==> config.mk <==
export PLATFORM = sky130hd
export DESIGN_NAME = score_top
export DESIGN_NICKNAME = d
export VERILOG_FILES = /design/src/hdl/game_pkg.sv /design/src/hdl/tick_gen.sv /design/src/hdl/game_fsm.sv /design/src/hdl/score_counter.sv /design/src/hdl/score_display.sv /design/src/hdl/score_top.sv
export SDC_FILE = /design/constraint.sdc
export NUM_CORES = 1
export LEC_CHECK = 0
export BUFFER_PORTS_ARGS = -buffer_cell sky130_fd_sc_hd__buf_4
export CAP_MARGIN = 40
export CORE_MARGIN = 2
export CORE_UTILIZATION = 53
export CTS_CLUSTER_DIAMETER = 60
export DETAILED_ROUTE_END_ITERATION = 10
export PLACE_DENSITY_LB_ADDON = 0.05
export SLEW_MARGIN = 15
export SYNTH_ARGS = -nofsm -noshare
export SYNTH_HDL_FRONTEND = slang
export SYNTH_SLANG_ARGS = --single-unit
==> constraint.sdc <==
create_clock -name clk -period 5.9 [get_ports clk]
set_input_delay 1.18 -clock clk [delete_from_list [all_inputs] [get_ports clk]]
set_output_delay 1.18 -clock clk [all_outputs]
set_load 0.02 [all_outputs]
==> src/hdl/game_pkg.sv <==
`default_nettype none

package game_pkg;

  // game flow, two bits wide so it packs into the status port
  typedef enum logic [1:0] {
    IDLE = 2'd0,
    RUN  = 2'd1,
    WIN  = 2'd2,
    OVER = 2'd3
  } state_t;

  // score value with its bcd digits, always registered together
  typedef struct packed {
    logic [6:0] value; // 0 to 99
    logic [3:0] tens;  // bcd tens digit
    logic [3:0] ones;  // bcd ones digit
  } score_t;

  // segment bits are g f e d c b a, msb first, lit segment is 1
  typedef struct packed {
    logic [6:0] tens_seg;
    logic [6:0] ones_seg;
  } seg_pair_t;

  localparam logic [6:0] SCORE_START       = 7'd10; // score after reset and in IDLE
  localparam logic [6:0] SCORE_MAX         = 7'd99; // winning score
  localparam logic [6:0] COLLISION_PENALTY = 7'd3;  // points lost per collision

  // 30 M cycles gives one tick every 2.5 s on the 12 MHz board
  localparam int unsigned TICK_DIV_DEFAULT = 30_000_000;
  localparam int unsigned TICK_W           = 26;

  localparam logic [6:0] SEG_BLANK = 7'h00; // all segments off

  // digit patterns indexed by the digit value
  localparam logic [6:0] SEG_PATTERN [10] = '{
    7'h3F, // 0
    7'h06, // 1
    7'h5B, // 2
    7'h4F, // 3
    7'h66, // 4
    7'h6D, // 5
    7'h7D, // 6
    7'h07, // 7
    7'h7F, // 8
    7'h6F  // 9
  };

endpackage

`default_nettype wire

==> src/hdl/tick_gen.sv <==
`timescale 1ns/1ps
`default_nettype none

module tick_gen #(
  parameter int unsigned tick_div = game_pkg::TICK_DIV_DEFAULT
) (
  input  logic clk,
  input  logic nRst_i,
  output logic tick
);

  import game_pkg::*;

  logic [TICK_W-1:0] count; // free running, wraps at tick_div - 1
  logic              wrap;

  assign wrap = (count == TICK_W'(tick_div - 1));

  // counts in every game state, the tick is a one cycle pulse on the wrap
  always_ff @(posedge clk, negedge nRst_i) begin
    if (!nRst_i) begin
      count <= '0;
      tick  <= 1'b0;
    end else if (wrap) begin
      count <= '0;
      tick  <= 1'b1;
    end else begin
      count <= count + 1'b1;
      tick  <= 1'b0;
    end
  end

endmodule

`default_nettype wire

==> src/hdl/game_fsm.sv <==
`timescale 1ns/1ps
`default_nettype none

module game_fsm (
  input  logic             clk,
  input  logic             nRst_i,
  input  logic             start,
  input  game_pkg::score_t score,
  output game_pkg::state_t state
);

  import game_pkg::*;

  state_t state_d;
  logic   at_max;  // score has reached the winning value
  logic   at_zero; // score has run out

  assign at_max  = (score.value == SCORE_MAX);
  assign at_zero = (score.value == 7'd0);

  always_comb begin
    state_d = state;
    case (state)
      IDLE: begin
        if (start) begin
          state_d = RUN;
        end
      end
      RUN: begin
        // start is ignored while the game runs
        if (at_max) begin
          state_d = WIN;
        end else if (at_zero) begin
          state_d = OVER;
        end
      end
      WIN, OVER: begin
        if (start) begin
          state_d = IDLE; // back to the attract screen
        end
      end
      default: begin
        state_d = IDLE;
      end
    endcase
  end

  // terminal states show up one cycle after the terminal score
  always_ff @(posedge clk, negedge nRst_i) begin
    if (!nRst_i) begin
      state <= IDLE;
    end else begin
      state <= state_d;
    end
  end

endmodule

`default_nettype wire

==> src/hdl/score_counter.sv <==
`timescale 1ns/1ps
`default_nettype none

module score_counter (
  input  logic             clk,
  input  logic             nRst_i,
  input  logic             tick,
  input  logic             collision_detect,
  input  game_pkg::state_t state,
  output game_pkg::score_t score
);

  import game_pkg::*;

  logic              col_q;    // collision_detect one cycle ago
  logic              col_edge; // new collision this cycle
  logic signed [8:0] raw;      // unclamped score, may dip below zero
  logic        [6:0] value_d;
  logic        [6:0] tens_full;
  logic        [6:0] ones_full;
  score_t            score_d;

  assign col_edge = collision_detect & ~col_q;

  // only the rising edge counts, a held collision costs points once
  always_ff @(posedge clk, negedge nRst_i) begin
    if (!nRst_i) begin
      col_q <= 1'b0;
    end else begin
      col_q <= collision_detect;
    end
  end

  // tick and penalty together give a net change of minus two
  always_comb begin
    raw = $signed({2'b00, score.value});
    if (tick) begin
      raw = raw + 9'sd1;
    end
    if (col_edge) begin
      raw = raw - $signed({2'b00, COLLISION_PENALTY});
    end
  end

  always_comb begin
    value_d = score.value;
    case (state)
      IDLE: begin
        value_d = SCORE_START;
      end
      RUN: begin
        if (raw < 9'sd0) begin
          value_d = 7'd0; // clamp instead of wrapping
        end else if (raw > $signed({2'b00, SCORE_MAX})) begin
          value_d = SCORE_MAX;
        end else begin
          value_d = raw[6:0];
        end
      end
      WIN, OVER: begin
        value_d = score.value; // frozen until the next start
      end
      default: begin
        value_d = SCORE_START;
      end
    endcase
  end

  // one division by ten splits the value into its two digits
  assign tens_full = value_d / 7'd10;
  assign ones_full = value_d - (tens_full * 7'd10);

  assign score_d.value = value_d;
  assign score_d.tens  = tens_full[3:0];
  assign score_d.ones  = ones_full[3:0];

  always_ff @(posedge clk, negedge nRst_i) begin
    if (!nRst_i) begin
      score <= '{
        value: SCORE_START,
        tens:  4'(SCORE_START / 7'd10),
        ones:  4'(SCORE_START % 7'd10)
      };
    end else begin
      score <= score_d; // value and digits move in the same edge
    end
  end

endmodule

`default_nettype wire

==> src/hdl/score_display.sv <==
`timescale 1ns/1ps
`default_nettype none

module score_display (
  input  game_pkg::state_t  state,
  input  game_pkg::score_t  score,
  output game_pkg::seg_pair_t digits
);

  import game_pkg::*;

  logic [3:0] tens_digit;
  logic [3:0] ones_digit;
  logic       blank_tens; // leading zero suppression

  // digits above nine never come from the counter, show them dark
  function automatic logic [6:0] seg_of(input logic [3:0] digit);
    logic [6:0] pattern;
    if (digit <= 4'd9) begin
      pattern = SEG_PATTERN[digit];
    end else begin
      pattern = SEG_BLANK;
    end
    return pattern;
  endfunction

  always_comb begin
    tens_digit = score.tens;
    ones_digit = score.ones;
    blank_tens = 1'b0;
    case (state)
      IDLE: begin
        // attract screen shows the start score with both digits
        blank_tens = 1'b0;
      end
      RUN, OVER: begin
        blank_tens = (score.tens == 4'd0); // over keeps the frozen score, steady
      end
      WIN: begin
        tens_digit = 4'd9; // fixed banner
        ones_digit = 4'd9;
      end
      default: begin
        blank_tens = 1'b0;
      end
    endcase
  end

  assign digits.tens_seg = blank_tens ? SEG_BLANK : seg_of(tens_digit);
  assign digits.ones_seg = seg_of(ones_digit);

endmodule

`default_nettype wire

==> src/hdl/score_top.sv <==
`timescale 1ns/1ps
`default_nettype none

module score_top #(
  parameter int unsigned tick_div = game_pkg::TICK_DIV_DEFAULT
) (
  input  logic                clk,
  input  logic                nRst_i,
  input  logic                start,
  input  logic                collision_detect,
  output game_pkg::state_t    state,
  output game_pkg::score_t    score,
  output game_pkg::seg_pair_t digits
);

  logic tick; // slow game tick, one cycle wide

  tick_gen #(
    .tick_div(tick_div)
  ) u_tick_gen (
    .clk   (clk),
    .nRst_i(nRst_i),
    .tick  (tick)
  );

  // state and score are kept side by side and feed each other
  game_fsm u_game_fsm (
    .clk   (clk),
    .nRst_i(nRst_i),
    .start (start),
    .score (score),
    .state (state)
  );

  score_counter u_score_counter (
    .clk             (clk),
    .nRst_i          (nRst_i),
    .tick            (tick),
    .collision_detect(collision_detect),
    .state           (state),
    .score           (score)
  );

  score_display u_score_display (
    .state (state),
    .score (score),
    .digits(digits)
  );

endmodule

`default_nettype wire

==> results.py <==
metrics = {
    "layout": {
        "diodes": 0,
        "layout.nets": 438,
        "n_fill_cell": 541,
        "layout-drive-gt1-share": 0.194,
        "area_delta_synth_final_pct": 16.3,
        "seqCellArea_um2": 1110,
        "multi_input_area_um2": 1990,
    },
    "grt": {
        "grt_max_degree": 45,
        "grt-ovfl-total": 0,
        "track_usage": 0.228,
        "grt_pass1_wl_mm": 11.9,
        "antenna_found_initial": 0,
        "first_global_vias": 2679,
    },
    "floorplanning": {
        "design.die.area_um2": 6630,
        "dieWidth_um": 81.4,
        "coreArea_um2": 5850,
        "die_h_um": 81.4,
        "ios": 35,
        "floorplan.initialDensity": 0.543,
        "rows": 28,
    },
    "synth": {
        "synth_top_family_by_area": "simple AND/OR/NAND/NOR gates",
        "synth-edff-count": 0,
        "synth-simple-area-share": 0.235,
        "synthTopCellsByCount": "nand2_1, nor2_1, dfrtp_1",
        "synth-async-reset-ratio": 1.00,
        "syn_avg_cell_area_um2": 8.50,
        "yosysWarningCount": 0,
        "synth_cells": 374,
        "synth.largest_area_cell": "dfrtp_1",
        "synthAdderAreaFrac": 0.0764,
        "yosysUniqueCellTypes": 67,
        "syn_area_um2": 3180,
        "synth_top_area_frac": 0.323,
        "synthMuxAreaShare": 0.00630,
        "synthXorXnorAreaFrac": 0.0961,
        "synth_nets": 396,
        "synth_compound_area_frac": 0.198,
        "synth_area_leaders": "dfrtp_1, ha_1, nand2_1, nor2_1, xnor2_1",
        "synth_seq_area_share": 0.348,
        "synth_seq_cells": 44,
        "ys.flop_type": "dfrtp_1",
    },
    "min_path": {
        "hold_depth": 1,
        "min_from": "u_tick_gen.count[0]",
        "hold_path.class": "reg -> reg",
        "min_to": "u_tick_gen.count[0]",
    },
    "cts": {
        "ctsLongestPathBuffers": 2,
        "clk_pin_slew_ns": 0.08,
        "htreeDepth": 2,
        "clkLatencyLatePin_ns": 0.29,
        "cts_sinks": 44,
        "root_buffer": "clkbuf_8",
        "tritoncts": "done",
        "ctsHoldBuffers": 0,
        "cts_buffers": 5,
    },
    "timing": {
        "relSlewSlack": 0.583,
        "fin_crit_ns": 5.45,
        "hold_slack_ns": 0.465,
        "max_freq_mhz": 183,
        "rsz0062_at_grt": "no",
        "final_hold_viol_count": 0,
        "final.setup.tns_ns": 0,
        "finalCritPeriodShare": 0.924,
        "fin_skew_ns": 0.00895,
        "slew_violations": 0,
        "worst_slew_pin_slew_ns": 0.623,
        "setup_viol": 0,
    },
    "critical_path": {
        "r2r_cells": 26,
        "crit_type": "reg -> reg",
        "critPathLaunchType": "flip-flop",
        "crit_required_ns": 6.07,
        "cp_slowest_cell": "dfstp_2",
        "end_kind": "flip-flop",
        "cpLargestDelayFamily": "compound AO/OA/AOI/OAI gates",
        "timing.critical_path.buf_inv": 3,
        "slowest_delay_ns": 0.54,
        "r2r-end": "u_score_counter.score[3]",
        "cp_max_fo": 4,
        "cp.arrival_ns": 5.62,
        "r2r_setup_slack_ns": 0.45,
        "r2r-start": "u_score_counter.score[9]",
    },
    "placement": {
        "io_buffers": 34,
        "gp_congestion": 0.866,
        "post-dp-hpwl_mm": 5.07,
    },
    "detailed_routing": {
        "finalWirelength_mm": 6.94,
        "first_pass_iters": 4,
        "drt_iter0_drc": 198,
        "drc": 0,
        "antenna_left": 0,
        "vias": 2776,
        "viasPerCell": 5.64,
        "wl_per_cell_um": 14.1,
    },
    "run_status": {
        "status": "completed",
    },
    "pwr": {
        "power.density_nw_per_um2": 620,
        "total_leakage_power_uw": 0.00167,
        "max-vdd-ir-drop_uv": 385,
    },
    "job": {
        "cap_violations": 0,
    },
}
## report_power, final
part           switching (uW)  leakage, uW  total, uW  internal, uW
sequential               87.6     0.000566        460           373
combinational             945      0.00106       1640           691
clock                     101    0.0000445        196          95.2
## flip-flops by register name (all words and copies together), names as in the netlist
register,cells
u_score_counter.col_q,1
u_score_counter.score,14
u_tick_gen.tick,1
u_game_fsm.state,2
u_tick_gen.count,26
## layout by cell type (no fill, tap or decap), drive strengths merged, types with 2 or more instances in the layout
cell	count
a211oi	4
nor2b	3
mux2i	2
a21boi	2
nand2	48
xnor2	18
o211a	2
nor2	48
or2	3
ha	17
and4	2
dfstp	3
o21a	4
dfrtp	41
nand2b	4
nand3	19
a31oi	4
clkbuf	7
nand4	5
o211ai	5
and3	8
o31ai	3
a21oi	19
a21o	3
inv	19
a22oi	2
buf	45
nor3	7
o21ai	22
a22o	2
or3	2
o2bb2ai	2
nor4	6
xor2	16
## stage by stage
stage	util	area, um2	power [uW]	instances	setup slack [ns]
finish	0.632	3700	2290	492	0.449
global placement	0.608	3560	2010	483	0.222
global route	0.632	3700	2520	492	0.0803
floorplan	-	3180	1610	374	0.0355
detailed placement	0.608	3560	2030	483	0.118
CTS	0.624	3650	2250	491	0.0570
## area by class of cell
class                           instances  area share
Sequential cell                        44       0.299
Clock buffer                            7      0.0234
Timing Repair Buffer                   45      0.0924
Multi-Input combinational cell        301       0.538
Clock inverter                          1     0.00203
Tap cell                               75      0.0254
Inverter                               19      0.0193
## metal layers
metal / track usage / vias up / routed length [um]
met3: 0.0352 / 9 / 307
met1: 0.303 / 1312 / 3200
met2: 0.391 / 53 / 3350
met4: 0.0525 / 0 / 80
li1: - / 1402 / -
met5: 0 / - / 0
## worst register-to-register path, delay by kind of cell, from the launching register on
family | cells | cell delay (ns)
and+or+nand+nor | 6 | 1.16
xor gates and xnor gates | 1 | 0.18
buffers and inverters | 3 | 0.18
adders and majority gates | 6 | 1.58
AOI/OAI and AO/OA | 10 | 1.71
DFF | 1 | 0.54
## kinds of logic after synthesis
| group | count (synthesis) |
|---|---|
| AOI/OAI and AO/OA | 87 |
| xor gates and xnor gates | 34 |
| adders and majority gates | 19 |
| buffers and inverters | 29 |
| DFF | 44 |
| muxes | 2 |
| and+or+nand+nor | 159 |
## what timing repair did
item	4_1_cts	5_1_grt
buffers inserted	0	1
setup endpoints to repair	0	2
gates resized for setup	0	11
## worst max path at each step
| stage | start | to | slack [ns] | depth (start not counted) |
|---|---|---|---|---|
| 2_1_floorplan | u_score_counter.score[9] | u_score_counter.score[3] | 0.04 | 27 |
| 3_3_place_gp | u_score_counter.score[9] | u_score_counter.score[3] | 0.22 | 26 |
| 4_1_cts | u_score_counter.score[9] | u_score_counter.score[3] | 0.06 | 26 |
| 5_1_grt | u_score_counter.score[9] | u_score_counter.score[3] | 0.08 | 26 |
| 6_report | u_score_counter.score[9] | u_score_counter.score[3] | 0.45 | 26 |
| 3_5_place_dp | u_score_counter.score[9] | u_score_counter.score[3] | 0.12 | 26 |
Power figures use the tool's default switching activity.
